**src/cl_shell_pkg.sv**
```systemverilog
// Shared widths and encodings; host addresses are 16-bit byte addresses with word-aligned registers
package cl_shell_pkg;

  // ------------------------------------------------------------
  // Widths
  // ------------------------------------------------------------
  parameter int HOST_ADDR_W = 16;
  parameter int DATA_W      = 32;
  parameter int SEL_W       = 4;
  parameter int MEM_ADDR_W  = 32;
  parameter int LED_W       = 16;

  parameter logic [LED_W-1:0] VLED_INIT = 16'hBEEF;

  // Register map indices
  parameter logic [3:0] REG_ID0  = 4'd0;
  parameter logic [3:0] REG_ID1  = 4'd1;
  parameter logic [3:0] REG_VLED = 4'd2;
  parameter logic [3:0] REG_VDIP = 4'd3;

  // ------------------------------------------------------------
  // Host address views
  // ------------------------------------------------------------
  typedef struct packed {
    logic       win;
    logic [8:0] rsvd;
    logic [3:0] idx;
    logic [1:0] boff;
  } reg_addr_t;

  typedef struct packed {
    logic                   win;
    logic [HOST_ADDR_W-2:0] off;
  } mem_addr_t;

  // Window bit sits in the same place in both views
  typedef union packed {
    reg_addr_t r;
    mem_addr_t m;
  } host_addr_u;

  // ------------------------------------------------------------
  // Access structs
  // ------------------------------------------------------------
  typedef struct packed {
    logic              we;
    host_addr_u        addr;
    logic [DATA_W-1:0] wdata;
    logic [SEL_W-1:0]  sel;
  } host_req_t;

  typedef enum logic [1:0] {OP_REG_RD, OP_REG_WR, OP_MEM, OP_BAD} op_kind_e;

  typedef struct packed {
    op_kind_e   kind;
    host_req_t  req;
    logic [3:0] idx;
  } dec_op_t;

  typedef struct packed {
    logic                  we;
    logic [MEM_ADDR_W-1:0] adr;
    logic [DATA_W-1:0]     dat;
    logic [SEL_W-1:0]      sel;
  } wb_req_t;

  typedef struct packed {
    logic              valid;
    logic              err;
    logic [DATA_W-1:0] rdata;
  } exec_res_t;

endpackage
```
**src/cl_shell_top.sv**
```systemverilog
// Host and DMA ports are Wishbone classic single-word slaves; reset arrives already synchronous
`timescale 1ns/1ps

module cl_shell_top #(
  parameter logic [31:0] SHELL_ID0       = 32'hC0DE_0001,
  parameter logic [31:0] SHELL_ID1       = 32'h5E11_0001,
  parameter logic [31:0] MEM_WINDOW_BASE = 32'h8000_0000
) (
  input  logic                            clk_main_a0,
  input  logic                            rst_main_n_sync,
  // Host control port
  input  logic                            host_cyc_i,
  input  logic                            host_stb_i,
  input  cl_shell_pkg::host_req_t         host_req_i,
  output logic                            host_ack_o,
  output logic                            host_err_o,
  output logic [cl_shell_pkg::DATA_W-1:0] host_dat_o,
  // DMA master port
  input  logic                            dma_cyc_i,
  input  logic                            dma_stb_i,
  input  cl_shell_pkg::wb_req_t           dma_req_i,
  output logic                            dma_ack_o,
  output logic [cl_shell_pkg::DATA_W-1:0] dma_dat_o,
  // External memory
  output logic                            mem_cyc_o,
  output logic                            mem_stb_o,
  output cl_shell_pkg::wb_req_t           mem_req_o,
  input  logic                            mem_ack_i,
  input  logic [cl_shell_pkg::DATA_W-1:0] mem_dat_i,
  // Status
  input  logic [cl_shell_pkg::LED_W-1:0]  vdip_i,
  output logic [cl_shell_pkg::LED_W-1:0]  vled_o
);
  import cl_shell_pkg::*;

  dec_op_t   op;
  logic      op_valid;
  exec_res_t res;
  wb_req_t   hreq;
  logic      hreq_valid;
  logic      hreq_ack;
  logic      done;

  // ------------------------------------------------------------
  // Host port pipeline
  // ------------------------------------------------------------
  host_decode u_decode (
    .clk_main_a0     (clk_main_a0),
    .rst_main_n_sync (rst_main_n_sync),
    .host_cyc_i      (host_cyc_i),
    .host_stb_i      (host_stb_i),
    .host_req_i      (host_req_i),
    .done_i          (done),
    .op_o            (op),
    .op_valid_o      (op_valid)
  );

  host_execute #(
    .SHELL_ID0       (SHELL_ID0),
    .SHELL_ID1       (SHELL_ID1),
    .MEM_WINDOW_BASE (MEM_WINDOW_BASE)
  ) u_execute (
    .clk_main_a0     (clk_main_a0),
    .rst_main_n_sync (rst_main_n_sync),
    .op_i            (op),
    .op_valid_i      (op_valid),
    .vdip_i          (vdip_i),
    .vled_o          (vled_o),
    .hreq_o          (hreq),
    .hreq_valid_o    (hreq_valid),
    .hreq_ack_i      (hreq_ack),
    .mem_dat_i       (mem_dat_i),
    .res_o           (res)
  );

  host_result u_result (
    .clk_main_a0     (clk_main_a0),
    .rst_main_n_sync (rst_main_n_sync),
    .res_i           (res),
    .host_ack_o      (host_ack_o),
    .host_err_o      (host_err_o),
    .host_dat_o      (host_dat_o),
    .done_o          (done)
  );

  // Shared memory port
  mem_arbiter u_arbiter (
    .clk_main_a0     (clk_main_a0),
    .rst_main_n_sync (rst_main_n_sync),
    .hreq_i          (hreq),
    .hreq_valid_i    (hreq_valid),
    .hreq_ack_o      (hreq_ack),
    .dma_cyc_i       (dma_cyc_i),
    .dma_stb_i       (dma_stb_i),
    .dma_req_i       (dma_req_i),
    .dma_ack_o       (dma_ack_o),
    .dma_dat_o       (dma_dat_o),
    .mem_cyc_o       (mem_cyc_o),
    .mem_stb_o       (mem_stb_o),
    .mem_req_o       (mem_req_o),
    .mem_ack_i       (mem_ack_i),
    .mem_dat_i       (mem_dat_i)
  );

endmodule

```
**src/mem_arbiter.sv**
```systemverilog
// Two masters share one single-word memory port; grant never changes inside a transfer
`timescale 1ns/1ps

module mem_arbiter (
  input  logic                            clk_main_a0,
  input  logic                            rst_main_n_sync,
  input  cl_shell_pkg::wb_req_t           hreq_i,
  input  logic                            hreq_valid_i,
  output logic                            hreq_ack_o,
  input  logic                            dma_cyc_i,
  input  logic                            dma_stb_i,
  input  cl_shell_pkg::wb_req_t           dma_req_i,
  output logic                            dma_ack_o,
  output logic [cl_shell_pkg::DATA_W-1:0] dma_dat_o,
  output logic                            mem_cyc_o,
  output logic                            mem_stb_o,
  output cl_shell_pkg::wb_req_t           mem_req_o,
  input  logic                            mem_ack_i,
  input  logic [cl_shell_pkg::DATA_W-1:0] mem_dat_i
);
  import cl_shell_pkg::*;

  logic    active_q;
  logic    gnt_dma_q;
  logic    last_dma_q;
  logic    host_req;
  logic    dma_req;
  logic    pick_dma;
  wb_req_t mem_req_q;

  assign host_req = hreq_valid_i;
  assign dma_req  = dma_cyc_i && dma_stb_i;

  // Round robin between the two when both wait
  always_comb begin
    if (host_req && dma_req) begin
      pick_dma = !last_dma_q;
    end else begin
      pick_dma = dma_req;
    end
  end

  // ------------------------------------------------------------
  // Grant state
  // ------------------------------------------------------------
  always_ff @(posedge clk_main_a0) begin
    if (!rst_main_n_sync) begin
      active_q   <= 1'b0;
      gnt_dma_q  <= 1'b0;
      last_dma_q <= 1'b0;
    end else if (active_q) begin
      if (mem_ack_i) begin
        active_q <= 1'b0;
      end
    end else if (host_req || dma_req) begin
      active_q   <= 1'b1;
      gnt_dma_q  <= pick_dma;
      last_dma_q <= pick_dma;
    end
  end

  // Request copied at grant, masters hold theirs until ack
  always_ff @(posedge clk_main_a0) begin
    if (!active_q && (host_req || dma_req)) begin
      mem_req_q <= pick_dma ? dma_req_i : hreq_i;
    end
  end

  assign mem_cyc_o = active_q;
  assign mem_stb_o = active_q;
  assign mem_req_o = mem_req_q;

  // Ack goes back to whoever holds the grant
  assign hreq_ack_o = active_q && !gnt_dma_q && mem_ack_i;
  assign dma_ack_o  = active_q && gnt_dma_q && mem_ack_i;
  assign dma_dat_o  = gnt_dma_q ? mem_dat_i : '0;

endmodule

```
**src/host_result.sv**
```systemverilog
// Ack and err are single-cycle pulses and read data holds until the next result
`timescale 1ns/1ps

module host_result (
  input  logic                            clk_main_a0,
  input  logic                            rst_main_n_sync,
  input  cl_shell_pkg::exec_res_t         res_i,
  output logic                            host_ack_o,
  output logic                            host_err_o,
  output logic [cl_shell_pkg::DATA_W-1:0] host_dat_o,
  output logic                            done_o
);
  import cl_shell_pkg::*;

  logic              ack_q;
  logic              err_q;
  logic [DATA_W-1:0] dat_q;

  // ------------------------------------------------------------
  // Response stage
  // ------------------------------------------------------------
  always_ff @(posedge clk_main_a0) begin
    if (!rst_main_n_sync) begin
      ack_q <= 1'b0;
      err_q <= 1'b0;
    end else begin
      ack_q <= res_i.valid && !res_i.err;
      err_q <= res_i.valid && res_i.err;
    end
  end

  // Read data latched with each result
  always_ff @(posedge clk_main_a0) begin
    if (res_i.valid) begin
      dat_q <= res_i.rdata;
    end
  end

  assign host_ack_o = ack_q;
  assign host_err_o = err_q;
  assign host_dat_o = dat_q;

  // Lets decode accept the next request
  assign done_o = ack_q | err_q;

endmodule

```
**src/host_execute.sv**
```systemverilog
// Memory window requests are single words held until acked; vdip_i may be asynchronous
`timescale 1ns/1ps

module host_execute #(
  parameter logic [31:0] SHELL_ID0       = 32'hC0DE_0001,
  parameter logic [31:0] SHELL_ID1       = 32'h5E11_0001,
  parameter logic [31:0] MEM_WINDOW_BASE = 32'h8000_0000
) (
  input  logic                                clk_main_a0,
  input  logic                                rst_main_n_sync,
  input  cl_shell_pkg::dec_op_t               op_i,
  input  logic                                op_valid_i,
  input  logic [cl_shell_pkg::LED_W-1:0]      vdip_i,
  output logic [cl_shell_pkg::LED_W-1:0]      vled_o,
  output cl_shell_pkg::wb_req_t               hreq_o,
  output logic                                hreq_valid_o,
  input  logic                                hreq_ack_i,
  input  logic [cl_shell_pkg::DATA_W-1:0]     mem_dat_i,
  output cl_shell_pkg::exec_res_t             res_o
);
  import cl_shell_pkg::*;

  logic [LED_W-1:0]  vled_q;
  logic [LED_W-1:0]  vdip_meta_q;
  logic [LED_W-1:0]  vdip_sync_q;
  logic              hreq_valid_q;
  wb_req_t           hreq_q;
  exec_res_t         res_q;
  logic [DATA_W-1:0] reg_rdata;

  // ------------------------------------------------------------
  // Register read mux
  // ------------------------------------------------------------
  always_comb begin
    case (op_i.idx)
      REG_ID0:  reg_rdata = SHELL_ID0;
      REG_ID1:  reg_rdata = SHELL_ID1;
      REG_VLED: reg_rdata = {{(DATA_W-LED_W){1'b0}}, vled_q};
      REG_VDIP: reg_rdata = {{(DATA_W-LED_W){1'b0}}, vdip_sync_q};
      default:  reg_rdata = '0;
    endcase
  end

  // ------------------------------------------------------------
  // Registers, DIP sync and result
  // ------------------------------------------------------------
  always_ff @(posedge clk_main_a0) begin
    if (!rst_main_n_sync) begin
      vled_q       <= VLED_INIT;
      vdip_meta_q  <= '0;
      vdip_sync_q  <= '0;
      hreq_valid_q <= 1'b0;
      res_q.valid  <= 1'b0;
      res_q.err    <= 1'b0;
    end else begin
      vdip_meta_q <= vdip_i;
      vdip_sync_q <= vdip_meta_q;
      res_q.valid <= 1'b0;
      if (hreq_valid_q && hreq_ack_i) begin
        // Memory window completion
        hreq_valid_q <= 1'b0;
        res_q.valid  <= 1'b1;
        res_q.err    <= 1'b0;
        res_q.rdata  <= mem_dat_i;
      end else if (op_valid_i) begin
        case (op_i.kind)
          OP_REG_RD: begin
            res_q.valid <= 1'b1;
            res_q.err   <= 1'b0;
            res_q.rdata <= reg_rdata;
          end
          OP_REG_WR: begin
            // Only the two low byte lanes reach the LED register
            if (op_i.req.sel[0]) vled_q[7:0]  <= op_i.req.wdata[7:0];
            if (op_i.req.sel[1]) vled_q[15:8] <= op_i.req.wdata[15:8];
            res_q.valid <= 1'b1;
            res_q.err   <= 1'b0;
            res_q.rdata <= '0;
          end
          OP_MEM: hreq_valid_q <= 1'b1;
          default: begin
            res_q.valid <= 1'b1;
            res_q.err   <= 1'b1;
            res_q.rdata <= '0;
          end
        endcase
      end
    end
  end

  // Window offset rebased into memory space
  always_ff @(posedge clk_main_a0) begin
    if (op_valid_i && op_i.kind == OP_MEM) begin
      hreq_q.we  <= op_i.req.we;
      hreq_q.adr <= MEM_WINDOW_BASE + {{(MEM_ADDR_W-HOST_ADDR_W+1){1'b0}}, op_i.req.addr.m.off};
      hreq_q.dat <= op_i.req.wdata;
      hreq_q.sel <= op_i.req.sel;
    end
  end

  assign vled_o       = vled_q;
  assign hreq_o       = hreq_q;
  assign hreq_valid_o = hreq_valid_q;
  assign res_o        = res_q;

endmodule

```
**src/host_decode.sv**
```systemverilog
// Accepts one host access at a time and ignores the held strobe until the result completes
`timescale 1ns/1ps

module host_decode (
  input  logic                    clk_main_a0,
  input  logic                    rst_main_n_sync,
  input  logic                    host_cyc_i,
  input  logic                    host_stb_i,
  input  cl_shell_pkg::host_req_t host_req_i,
  input  logic                    done_i,
  output cl_shell_pkg::dec_op_t   op_o,
  output logic                    op_valid_o
);
  import cl_shell_pkg::*;

  logic      busy_q;
  logic      pend_q;
  host_req_t req_q;
  dec_op_t   op_d;
  dec_op_t   op_q;
  logic      op_valid_q;

  // Capture stage
  always_ff @(posedge clk_main_a0) begin
    if (!rst_main_n_sync) begin
      busy_q <= 1'b0;
      pend_q <= 1'b0;
    end else if (busy_q) begin
      pend_q <= 1'b0;
      if (done_i) begin
        busy_q <= 1'b0;
      end
    end else if (host_cyc_i && host_stb_i) begin
      busy_q <= 1'b1;
      pend_q <= 1'b1;
    end
  end

  always_ff @(posedge clk_main_a0) begin
    if (!busy_q && host_cyc_i && host_stb_i) begin
      req_q <= host_req_i;
    end
  end

  // Classify by window bit then by register index
  always_comb begin
    op_d      = '0;
    op_d.req  = req_q;
    op_d.idx  = req_q.addr.r.idx;
    op_d.kind = OP_BAD;
    if (req_q.addr.r.win) begin
      op_d.kind = OP_MEM;
    end else begin
      case (req_q.addr.r.idx)
        REG_VLED:                   op_d.kind = req_q.we ? OP_REG_WR : OP_REG_RD;
        REG_ID0, REG_ID1, REG_VDIP: op_d.kind = req_q.we ? OP_BAD : OP_REG_RD;
        default:                    op_d.kind = OP_BAD;
      endcase
    end
  end

  always_ff @(posedge clk_main_a0) begin
    if (!rst_main_n_sync) begin
      op_valid_q <= 1'b0;
    end else begin
      op_valid_q <= pend_q;
    end
  end

  always_ff @(posedge clk_main_a0) begin
    if (pend_q) begin
      op_q <= op_d;
    end
  end

  assign op_o       = op_q;
  assign op_valid_o = op_valid_q;

endmodule

```
**config.mk**
```make
export PLATFORM = sky130hd
export DESIGN_NAME = cl_shell_top
export DESIGN_NICKNAME = d
export VERILOG_FILES = /design/src/cl_shell_pkg.sv /design/src/cl_shell_top.sv /design/src/mem_arbiter.sv /design/src/host_result.sv /design/src/host_execute.sv /design/src/host_decode.sv
export SDC_FILE = /design/constraint.sdc
export NUM_CORES = 1
export LEC_CHECK = 0
export ABC_AREA = 0
export BUFFER_PORTS_ARGS = -buffer_cell sky130_fd_sc_hd__buf_4
export CORE_MARGIN = 1
export CORE_UTILIZATION = 30
export DETAILED_ROUTE_END_ITERATION = 6
export PLACE_DENSITY_LB_ADDON = 0.3
export SLEW_MARGIN = 20
export SYNTH_ARGS = -nofsm -noshare
export SYNTH_HDL_FRONTEND = slang
export SYNTH_SLANG_ARGS = --single-unit
```
**constraint.sdc**
```tcl
create_clock -name clk_main_a0 -period 4.5 [get_ports clk_main_a0]
set_input_delay 0.675 -clock clk_main_a0 [delete_from_list [all_inputs] [get_ports clk_main_a0]]
set_output_delay 0.675 -clock clk_main_a0 [all_outputs]
set_load 0.1 [all_outputs]
```
After elaboration in Yosys (flattened, before gate mapping)
Cells that the tools add are included.
Operators by class
  add/subtract/negate cells: 1
  mux-type cells: 16
  reductions and logical operators: 32
  bitwise operators: 5
  eq/ne operators: 9
Operators by type and width (count)
  $pmux 32 s4: 1
  $pmux 34 s3: 1
  $mux 69: 1
  $mux 34: 2
  $add 32x15->32 const A: 1
  $mux 32: 1
  $eq 4x2->1 const B: 4
  $logic_and 1x1->1: 14
  $eq 4x1->1 const B: 2
  $logic_not 4->1: 2
  $mux 1: 8
  $reduce_and 4->1: 2
  $reduce_and 2->1: 3
  $logic_not 1->1: 4
  $not 1->1: 4
  $pmux 2 s2: 1
  $reduce_or 2->1: 2
  $reduce_and 3->1: 1
  $reduce_or 3->1: 1
  $eq 2x1->1 const B: 1
  $eq 2x2->1 const B: 1
  $logic_not 2->1: 1
  $mux 2: 1
  $ne 2x1->1 const B: 1
  3 further kinds: 3
Word-level totals
  logic and storage cells: 97
  output and inout port bits: 154
  flip-flop bits (word level): 371
  input port bits: 177

Depth between registers and ports, before layout
Gate-level depths: netlist of run 1.
  word-level depth: 6
  depth in mapped cells: 6
  gate-level depth less buffers: 3

By module
Synthesis of run 1 repeated with hierarchy kept, for this count alone.
Second synthesis, totals
  cells, all modules: 711
  area total of the unflattened synthesis: 12709.7 µm²
By module, submodules not included
  host_execute: cells an instance 351, seq. area each 3543.4 µm², instances 1, area an instance 5001.0 µm²
  host_decode: cells an instance 127, seq. area each 3303.2 µm², instances 1, area an instance 3398.3 µm²
  mem_arbiter: cells an instance 196, seq. area each 2112.0 µm², instances 1, area an instance 3288.2 µm²
  host_result: cells an instance 37, seq. area each 1001.0 µm², instances 1, area an instance 1022.2 µm²

Worst setup path before layout of run 1
No wires, ideal clock.
  path kind: register to register
  from: reg u_arbiter.active_q, in the netlist u_arbiter.mem_cyc_o
  to: reg u_execute.res_q, in the netlist u_execute.res_o[0], enable pin
  data required time: 4.030 ns
  clock period less this slack: 4.641 ns
  path buffers: 2
  library setup time: 0.470 ns
  stages on the path, launching flop included: 5
  arrival: 4.171 ns
  setup slack: -0.141 ns
  path through: dfxtp_1 clkbuf_2 nand4b_1 clkbuf_1 a21boi_0
Between the ends
  longest elaborated chain between the ends: 5
  elaborated cells on any way between the ends: 6
  those cells by class: eq/ne: 1; reduce/logical: 5
RTL lines
  start: declaration: RTL line mem_arbiter.sv:23  | logic active_q;
  start signal: assignment: RTL line mem_arbiter.sv:48  | active_q <= 1'b0;
  start signal: assignment: RTL line mem_arbiter.sv:53  | active_q <= 1'b0;
  start signal: assignment: RTL line mem_arbiter.sv:56  | active_q <= 1'b1;
  $logic_and 1x1->1 * (2 in series): RTL line mem_arbiter.sv:74  | assign hreq_ack_o = active_q && !gnt_dma_q && mem_ack_i;
  $logic_and 1x1->1 *: RTL line host_execute.sv:59  | if (hreq_valid_q && hreq_ack_i) begin
  $ne 2x1->1 (no source line) / $reduce_bool 2->1 (equally long branches)
  $reduce_and 3->1 (no source line) *
  end: declaration: RTL line host_execute.sv:28  | exec_res_t res_q;
Mark *: on every way between the ends. The rest lies on a longest branch, timed or not.
A chain may end at the register's enable or synchronous reset.

==> impl_results.md, run 1 <==
* Max Freq at 0.3350 GHz
* Num CTS Buffers at 39
* Cell count after synthesis at 687
* DR WL/cell at 18.46 um
* Max stage delay on crit path at 0.92 ns
* Worst ir drop on vdd at 0.2208 mV
* DRC at 0
* Resized Gates After CTS at 0
* Die area at 41,610 um^2
* Area overhead of the layout relative to synthesis at 34.77%
* CP delay by family, top: flip-flops
* CTS max path bufs at 3
* Leak Pwr at 6.328 nW
* Root Driver: clkbuf_16
* CTS tree: yes
* Placed insts at 1,521
* Post-route insts no fill at 1,588
* Multi-input logic area at 2157 um^2
* Std-Cell Rows at 73
* CTS hold repair buffers at 0
* Worst Skew at 0.01527 ns
* Post-Syn Area per Cell at 17.81 um^2
* Hold path depth at 1
* Hold wc startpoint: host_req_i[34]
* # Post-CTS Setup Buffers at 0
* Die Width at 204.0 um
* Vias per Instance at 4.294
* GP Congestion at 0.7962
* Outcome: complete, no violations
* Critical Path Most Common Cell: buf_4
* Post-DRT Antenna Nets at 0
* Final min period at 2.985 ns
* Via count at 6,819
* First-pass GRT wire length at 42,480 um
* Crit path required time at 4.77 ns
* Reg2Reg Depth at 5
* End of the worst register-to-register path: u_arbiter.mem_req_o[20]$_DFFE_PP_
* Syn. warnings at 0
* Max_slew headroom at 37.50%
* Worst setup EP type: flop
* Starting Density at 30.59%
* Core ar. at 40,010 um^2
* Post-synth cell types at 38
* 1st-iter DRT viols at 296
* FF-to-FF setup slack at 1.51 ns
* Hold EP: u_decode.op_d[38]$_DFFE_PP_
* Post-synthesis sequential area ratio at 81.14%
* Slew @ Worst Pin at 0.9363 ns
* Slowest CP cell: dfxtp_1
* Reg area at 9932 um^2
* Crit path kind: reg -> reg
* Die H at 204.0 um
* RSZ-0062 raised after global routing: false
* I/O pin cnt at 331
* Vias in the first global route at 6,911
* Largest net degree at the start of global routing at 59
* Worst-path cell chain: nand2_1 -> buf_4 -> nand2_2 -> buf_4 -> mux2_2
* Register bit total from synthesis at 350
* Clk sink count at 350
* CP bufs+invs at 2
* Remaining Overflow, GRT at 0
* Tot Pwr at 7.311 mW
* Post-synthesis cell area at 12,240 um^2
* # nets final at 1,214
* TNS Setup at 0 ns
* CP arrival at 3.26 ns
* Tcrit/Tclk final at 66.33%
* H-Tree Depth at 2
* RR Startpoint: u_arbiter.gnt_dma_q$_SDFFE_PN0P_
* Worst setup SP type: flop
* Post-Route WL at 29,320 um
* # fillers at 3,714
* Share of cells above drive strength 1 at 42.98%
* Final count of hold timing violations at 0
* Post-Syn Nets at 864
* Crit Path Max Fanout at 37
* Clk Latency, worst-skew pair at 0.53 ns
* HPWL after detailed placement at 20,760 um
* Router iterations before antenna repair at 6
* Max_cap viols at 0
* Total GRT Usage at 13.94%
* Clock-pin transition on the worst setup and hold timing paths at 0.06 ns
* Finish-stage setup viols at 0
* PortBufs at 330
* Min-delay worst type: in -> reg
* Power Density at 443.3 nW/um^2
* Initial antenna violation count at 4
* Max-slew violation count at 0
## per-stage QoR
stage | hold WS [ns] | setup slack (ns) | cell area, um^2 | util [%]
floorplan | 0.4003 | 0.1732 | 12240 | -
global placement | 0.4001 | 1.563 | 15320 | 38.31
detailed placement | 0.4045 | 1.465 | 15320 | 38.31
CTS | 0.2678 | 1.454 | 16490 | 41.21
global route | 0.2664 | 1.176 | 16490 | 41.22
finish | 0.3122 | 1.515 | 16490 | 41.23
## power breakdown
part	internal, mW	total, mW	leakage, nW	switching, mW
registers	3.62	3.68	3.17	0.0506
clock network	1.74	2.93	0.565	1.19
logic	0.212	0.711	2.59	0.498
total	5.57	7.31	6.33	1.74
## Yosys cell counts
cell type	count	area (um^2)
and2_1	69	431.7
nor3_1	4	20.02
mux2_2	52	585.6
nor4_4	1	21.27
clkbuf_1	16	60.06
or2_2	1	6.260
or3_4	1	11.26
dfxtp_1	58	1161
or4_4	1	11.26
a21o_1	6	45.04
o311a_1	1	10.01
or3_1	1	6.260
buf_6	2	22.52
and3_1	18	112.6
buf_2	12	60.06
o21ai_0	19	95.09
a211oi_1	1	7.510
a21boi_0	6	45.04
nor2_1	6	22.52
a22o_1	1	8.760
o21a_1	1	7.510
or3b_1	1	8.760
and4b_2	3	33.78
nor2b_1	1	6.260
inv_1	3	11.26
mux2i_1	16	160.2
o31ai_1	15	112.6
a21oi_1	3	15.01
nor3b_1	2	15.01
edfxtp_1	292	8768
nand2_1	36	135.1
clkbuf_8	1	13.76
clkbuf_2	1	5.000
nand4b_1	3	26.28
buf_4	1	7.510
nand3_1	30	150.1
nand3b_1	1	7.510
and3b_2	1	10.01
## cell type report
| type | count | share of cell area, % |
|---|---|---|
| timing repair buffer | 342 | 15.57 |
| clock inverter | 10 | 0.4324 |
| clock buffer | 55 | 6.623 |
| sequential | 350 | 60.22 |
| multi-input combinational | 301 | 13.08 |
| antenna | 2 | 0.03034 |
| tap | 525 | 3.983 |
| inverter | 3 | 0.06827 |
## state kept, by name, indices dropped and copies added, names as in the netlist, 16 cells and up
name,count
u_decode.op_o,54
u_execute.hreq_o,52
u_result.host_dat_o,32
u_arbiter.mem_req_o,69
u_execute.vdip_sync_q,16
u_execute.vdip_meta_q,16
u_execute.res_o,34
u_decode.op_d,53
u_execute.vled_o,16
## routing by layer
layer  global-route usage (%)  routed length (um)  share of wire [%]
met1                    16.32               11510                 39
met2                    23.97               14940                 51
met3                    4.209                1990                6.8
met4                    5.251                 855                2.9
met5                        0                  26              0.089
## how the worst max path moves through the flow
stage               cells past startpoint                             start  slack, ns                           endpoint
finish                                  5  u_arbiter.gnt_dma_q$_SDFFE_PN0P_       1.51  u_arbiter.mem_req_o[20]$_DFFE_PP_
global route                            5  u_arbiter.gnt_dma_q$_SDFFE_PN0P_       1.18  u_arbiter.mem_req_o[42]$_DFFE_PP_
CTS                                     5  u_arbiter.gnt_dma_q$_SDFFE_PN0P_       1.45  u_arbiter.mem_req_o[20]$_DFFE_PP_
detailed placement                      5  u_arbiter.gnt_dma_q$_SDFFE_PN0P_       1.47  u_arbiter.mem_req_o[20]$_DFFE_PP_
global placement                        5  u_arbiter.gnt_dma_q$_SDFFE_PN0P_       1.56  u_arbiter.mem_req_o[23]$_DFFE_PP_
floorplan                               2    u_arbiter.mem_cyc_o$_SDFF_PN0_       0.17   u_arbiter.mem_req_o[0]$_DFFE_PP_
## placed cells by master (no fill, tap or decap), types with 2 or more instances in the layout
master	netlist	layout
mux2_2	52	52
and3_1	18	18
clkbuf_1	16	12
inv_1	3	3
nor2_4	0	2
nor2_1	6	4
nand3_1	30	30
o21ai_0	19	19
dfxtp_1	58	56
o31ai_1	15	15
a21oi_1	3	3
clkinv_2	0	3
clkbuf_16	0	41
and4b_2	3	3
nand2_1	36	35
nand4b_1	3	3
clkinv_1	0	5
nor3_1	4	4
a21o_1	6	6
buf_4	1	342
dfxtp_2	0	2
a21boi_0	6	5
nor3b_1	2	2
diode_2	0	2
edfxtp_1	292	292
mux2i_1	16	16
and2_1	69	69
## cell families after synthesis
kind of cell | share of synthesized area, %
DFF | 81.14
and+or+nand+nor | 8.465
muxes | 6.093
AOI/OAI and AO/OA | 2.832
buffers and inverters | 1.472
(Power assumes the default switching activity.)
==> run 2, diff against run 1 <==
- clock period: 4.5 -> 3.1 ns (I/O delays scaled with it)
==> impl_results.md, run 2 (synthesis gave the netlist of run 1 again) <==
* Outcome: complete, no violations
* Starting Density at 30.59% (unchanged)
* Clock-pin transition on the worst setup and hold timing paths at 0.06 ns (about the same)
* Fin util at 41.69% (+0.46 points)
* CP arrival at 2.49 ns (-0.77 ns)
* Power Density at 662.6 nW/um^2 (+49%)
* Max_cap viols at 0 (unchanged)
* Worst setup SP type: flop
* Clk sink count at 350 (unchanged)
* Min-delay worst type: in -> reg
* RSZ-0062 raised after global routing: false
* Hold EP: u_decode.op_d[39]$_DFFE_PP_
* Worst Skew at 0.01449 ns (-0.0007854 ns)
* Clk Latency, worst-skew pair at 0.54 ns (about the same)
* Share of cells above drive strength 1 at 43.83% (+0.85 points)
* Net Sw Frac at 24.02% (+0.23 points)
* P_sw at 2.654 mW (+53%)
* Die H at 204.0 um (unchanged)
* Max-slew violation count at 0 (unchanged)
* FF-to-FF setup slack at 0.87 ns (-0.65 ns)
* Post-DRT Antenna Nets at 0 (unchanged)
* Remaining Overflow, GRT at 0 (unchanged)
* Vias in the first global route at 6,811 (-1.4%)
* Slew @ Worst Pin at 0.8747 ns (-0.06155 ns)
* Worst-path cell chain: and4b_2 -> buf_4 -> o31ai_1
* Number of flip-flops in the largest register at 69 (unchanged)
* Crit Path Max Fanout at 44 (+19%)
* Flop pwr share at 48.2% (-2.1 points)
* Max stage delay on crit path at 0.84 ns (-0.08 ns)
* Pint at 8.397 mW (+51%)
* Die area at 41,610 um^2 (unchanged)
* Max_slew headroom at 41.69% (+4.2 points)
* GP Congestion at 0.7651 (-3.9%)
* Final count of hold timing violations at 0 (unchanged)
* Area overhead of the layout relative to synthesis at 36.28%
* Most frequent cells in the layout: buf_4 (342), edfxtp_1 (292), and2_1 (69), dfxtp_1 (56), mux2_2 (52)
* Worst setup EP type: flop
* Resized Gates After CTS at 0 (unchanged)
* Die Width at 204.0 um (unchanged)
* Num CTS Buffers at 40 (+2.6%)
* Root Driver: clkbuf_16
* Core ar. at 40,010 um^2 (unchanged)
* First-pass GRT wire length at 42,230 um (-0.59%)
* Comb pwr share at 9.5% (-0.2 points)
* 1st-iter DRT viols at 384 (+30%)
* Finished Cell Area at 16,680 um^2 (+1.1%)
* Post-Route WL at 29,310 um (about the same)
* Crit path required time at 3.35 ns (-1.42 ns)
* CTS max path bufs at 3 (unchanged)
* Worst ir drop on vdd at 0.2946 mV (+33%)
* Vias per Instance at 4.309 (+0.35%)
* TNS Setup at 0 ns (unchanged)
* Initial antenna violation count at 4 (unchanged)
* Total GRT Usage at 13.77% (-0.17 points)
* Max Freq at 0.4482 GHz (+34%)
* Final min period at 2.231 ns (-0.7539 ns)
* Crit path kind: reg -> reg
* DR WL/cell at 18.36 um (-0.54%)
* Largest net degree at the start of global routing at 65 (+10%)
* H-Tree Depth at 2 (unchanged)
* Hold path depth at 1 (unchanged)
* End of the worst register-to-register path: u_execute.res_o[14]$_DFFE_PP_
* Finish-stage setup viols at 0 (unchanged)
* HPWL after detailed placement at 20,490 um (-1.3%)
* Slowest CP cell: and4b_2
* Via count at 6,877 (+0.85%)
* RR Startpoint: u_arbiter.mem_cyc_o$_SDFF_PN0_
* # Post-CTS Setup Buffers at 0 (unchanged)
* Router iterations before antenna repair at 4 (-2)
* Commonest non-fill, non-tap cell in the layout: buf_4
* Placed instance area at 15,360 um^2 (+0.26%)
* CTS tree: yes
* Hold wc startpoint: host_req_i[35]
* CTS hold repair buffers at 0 (unchanged)
* # nets final at 1,217 (+0.25%)
* Tcrit/Tclk final at 71.97% (+5.6 points)
* Leak Pwr at 6.419 nW (+1.4%)
* DRC at 0 (unchanged)
* I/O pin cnt at 331 (unchanged)
* Power share of the clock group at 42.3% (+2.3 points)
* Reg2Reg Depth at 3 (-2)
* Std-Cell Rows at 73 (unchanged)
* PortBufs at 330 (unchanged)
-- run 2: cell types whose count changed in the layout (fill, tap and decap cells not counted), sizes merged --
cell / previous run / this run
clkbuf: 55 / 53
buf: 342 / 344
bufinv: 1 / 4
clkinv: 8 / 9
inv: 3 / 7
clkinvlp: 1 / 2
diode: 2 / 1
-- run 2: power groups by stage --
stage / Combinational, mW / Clock (mW) / Sequential, mW
finish: 1.05 / 4.68 / 5.33
CTS: 1.06 / 4.84 / 5.33
global placement: 1.05 / 0 / 5.42
floorplan: 0.308 / 0 / 5.79
detailed placement: 1.06 / 0 / 5.43
global route: 1.09 / 5.02 / 5.34
-- run 2: routing by layer --
metal  vias to the layer above  share of wire (%)  GRT usage, %  routed length (um)
li1                       3294                  -             -                   -
met1                      3335                 41         16.68               11920
met2                       186                 51         23.30               14810
met3                        56                6.2         3.444                1804
met4                         6                2.5         5.784                 733
met5                         -               0.12             0                  36
-- run 2: worst max-delay path, delay by kind of cell (launching register included) --
family / cells / cell delay, ns
and+or+nand+nor: 1 / 0.84
DFF: 1 / 0.53
AOI/OAI and AO/OA: 1 / 0.14
buffers and inverters: 1 / 0.39
-- run 2: metrics by stage --
stage,instances,hold slack [ns],setup slack [ns],total power [mW]
final,1596,0.09818,0.8689,11.05
after global routing,1596,0.06523,0.6938,11.45
after CTS,1595,0.05563,0.8222,11.23
after detailed placement,1523,0.4045,0.8259,6.486
after global placement,1523,0.4008,0.8598,6.476
after floorplan,687,0.4003,0.2092,6.101
-- run 2: cell type report --
type,instances,area [um^2]
clock buffers,53,1090
repair buffers,344,2608
diodes,1,2.502
clock inverters,19,221.5
multi-input cells,301,2157
inverters,3,11.26
well taps,525,656.9
flip-flops and latches,350,9932
fillers,3690,23330
-- run 2: how the worst max path moves through the flow --
stage / cells after the start / end / start
2_1_floorplan: 4 / u_execute.res_o[0]$_DFFE_PP_ / u_arbiter.mem_cyc_o$_SDFF_PN0_
3_3_place_gp: 6 / u_arbiter.mem_req_o[1]$_DFFE_PP_ / dma_cyc_i
3_5_place_dp: 6 / u_arbiter.mem_req_o[18]$_DFFE_PP_ / dma_cyc_i
4_1_cts: 3 / u_execute.res_o[14]$_DFFE_PP_ / u_arbiter.mem_cyc_o$_SDFF_PN0_
5_1_grt: 3 / u_execute.res_o[14]$_DFFE_PP_ / u_arbiter.mem_cyc_o$_SDFF_PN0_
6_report: 3 / u_execute.res_o[14]$_DFFE_PP_ / u_arbiter.mem_cyc_o$_SDFF_PN0_
==> run 3, diff against run 2 <==
- clock period: 3.1 -> 1.95 ns (I/O delays scaled with it)
==> impl_results.md, run 3 (synthesis gave the netlist of run 1 again) <==
* Remaining Overflow, GRT at 0 (unchanged)
* # fillers at 3,638 (-1.4%)
* CTS max path bufs at 3 (unchanged)
* Placed insts at 1,536 (+0.85%)
* Leak Pwr at 6.770 nW (+5.5%)
* CTS tree: yes
* Clk sink count at 350 (unchanged)
* Max stage delay on crit path at 0.43 ns (-0.41 ns)
* Max_cap viols at 0 (unchanged)
* Final count of hold timing violations at 0 (unchanged)
* Die H at 204.0 um (unchanged)
* GP Congestion at 0.7597 (-0.71%)
* Area overhead of the layout relative to synthesis at 43.65%
* Post-Route WL at 30,340 um (+3.5%)
* Final min period at 1.872 ns
* Finish-stage setup viols at 0 (unchanged)
* Fin util at 43.94% (+2.3 points)
* # Post-CTS Setup Buffers at 0 (unchanged)
* Post-route insts no fill at 1,678 (+5.1%)
* Share of cells above drive strength 1 at 41.53% (-2.3 points)
* Largest net degree at the start of global routing at 55 (-15%)
* Vias per Instance at 4.302 (-0.17%)
* DRC at 0 (unchanged)
* Worst-path cell chain: buf_12 -> and2_1 -> buf_4
* Num CTS Buffers at 39 (-2.5%)
* Tcrit/Tclk final at 95.98%
* H-Tree Depth at 2 (unchanged)
* CP arrival at 1.58 ns (-0.91 ns)
* RSZ-0062 raised after global routing: false
* I/O pin cnt at 331 (unchanged)
* Reg area at 9936 um^2 (about the same)
* Clk Latency, worst-skew pair at 0.53 ns (about the same)
* Crit path required time at 1.66 ns (-1.69 ns)
* Crit Path Max Fanout at 33 (-25%)
* Die Width at 204.0 um (unchanged)
* Vias in the first global route at 7,231 (+6.2%)
* Min-delay worst type: in -> reg
* Power Density at 970.7 nW/um^2 (+46%)
* Core ar. at 40,010 um^2 (unchanged)
* Most frequent cells in the layout: buf_4 (317), edfxtp_1 (292), dlygate4sd3_1 (71), and2_1 (69), dfxtp_1 (55)
* Starting Density at 30.59% (unchanged)
* Max_slew headroom at 63.84% (+22 points)
* DR WL/cell at 18.08 um (-1.5%)
* TNS Setup at 0 ns (unchanged)
* Post-DRT Antenna Nets at 0 (unchanged)
* Std-Cell Rows at 73 (unchanged)
* HPWL after detailed placement at 21,400 um (+4.4%)
* PortBufs at 330 (unchanged)
* First-pass GRT wire length at 43,880 um (+3.9%)
* Die area at 41,610 um^2 (unchanged)
* Commonest non-fill, non-tap cell in the layout: buf_4
* Worst Skew at 0.01529 ns (+0.0007982 ns)
* Total GRT Usage at 14.29% (+0.51 points)
* Max-slew violation count at 0 (unchanged)
* Slowest CP cell: dfxtp_1
* Root Driver: clkbuf_16
* Crit path kind: reg -> out
* Placed instance area at 15,570 um^2 (+1.3%)
* Clock-pin transition on the worst setup and hold timing paths at 0.06 ns (about the same)
* Worst setup SP type: flop
* Initial antenna violation count at 4 (unchanged)
* Number of flip-flops in the largest register at 69 (unchanged)
* Finished Cell Area at 17,580 um^2 (+5.4%)
* Worst ir drop on vdd at 0.5323 mV (+81%)
* Router iterations before antenna repair at 4 (unchanged)
* Max Freq at 0.5343 GHz
* 1st-iter DRT viols at 295 (-23%)
* Outcome: complete, no violations
* Multi-input logic area at 2157 um^2 (unchanged)
* Via count at 7,218 (+5.0%)
* Slew @ Worst Pin at 0.5411 ns (-0.3336 ns)
* Worst setup EP type: output pin
* # nets final at 1,300 (+6.8%)
run 3: cell count changes in the layout (fill, tap and decap cells not counted), sizes merged:
| cell | delta |
|---|---|
| buf | +13 |
| bufinv | -4 |
| clkbuf | +5 |
| clkinv | -1 |
| diode | +1 |
| dlygate4sd3 | +71 |
| inv | -3 |
run 3: critical path: cells and delay by family (launching register included):
family,cells,cell delay (ns)
buf+inv,2,0.47
flops,1,0.43
simple gates,1,0.13
run 3: worst paths after layout:
| kind | start | to | slack (ns) | cells past startpoint |
|---|---|---|---|---|
| worst max-delay path | u_arbiter.gnt_dma_q$_SDFFE_PN0P_ | dma_dat_o[23] | 0.08 | 3 |
| worst max register to register | u_decode.op_o[58]$_SDFFCE_PP1P_ | u_execute.res_o[26]$_DFFE_PP_ | 0.29 | 3 |
| worst min register to register | u_execute.res_o[29]$_DFFE_PP_ | u_result.host_dat_o[29]$_DFFE_PP_ | 0.41 | 0 |
| worst min-delay path | vdip_i[0] | u_execute.vdip_meta_q[0]$_SDFF_PN0_ | 0.04 | 2 |
run 3: cell type report:
cell class / count / share of cell area (%)
Inverter: 3 / 0.06406
Tap cell: 525 / 3.737
Clock inverter: 11 / 0.3701
Clock buffer: 58 / 6.299
Multi-Input combinational cell: 301 / 12.27
Timing Repair Buffer: 428 / 20.71
Sequential cell: 350 / 56.52
Antenna cell: 2 / 0.02847
run 3: timing repair:
action	4_1_cts	5_1_grt
hold buffers	71	0
setup endpoints to repair	33	29
hold endpoints to repair	71	0
gates resized for setup	12	21
run 3: metal layers:
layer  global-route usage, %  up-vias  part of all wire (%)  routed length, um
li1                        -     3464                     -                  -
met1                   17.20     3483                    41              12380
met2                   24.72      213                    51              15570
met3                   3.268       54                   5.4               1638
met4                   5.544        4                   2.4                728
met5                       0        -                 0.076                 23
run 3: metrics by stage:
stage	hold slack (ns)	total power, mW	worst slack, ns
finish	0.03753	17.06	0.07839
global route	0.02221	17.71	0.01482
CTS	0.002032	17.35	0.0005596
detailed placement	0.4045	10.35	0.3080
global placement	0.4004	10.33	0.3474
floorplan	0.3914	9.702	-0.3369
run 3: power breakdown:
group	internal (mW)	switching (mW)	total (mW)
clock	3.93	2.82	6.74
combinational	0.646	1.22	1.87
sequential	8.36	0.0933	8.45
total	12.9	4.13	17.1
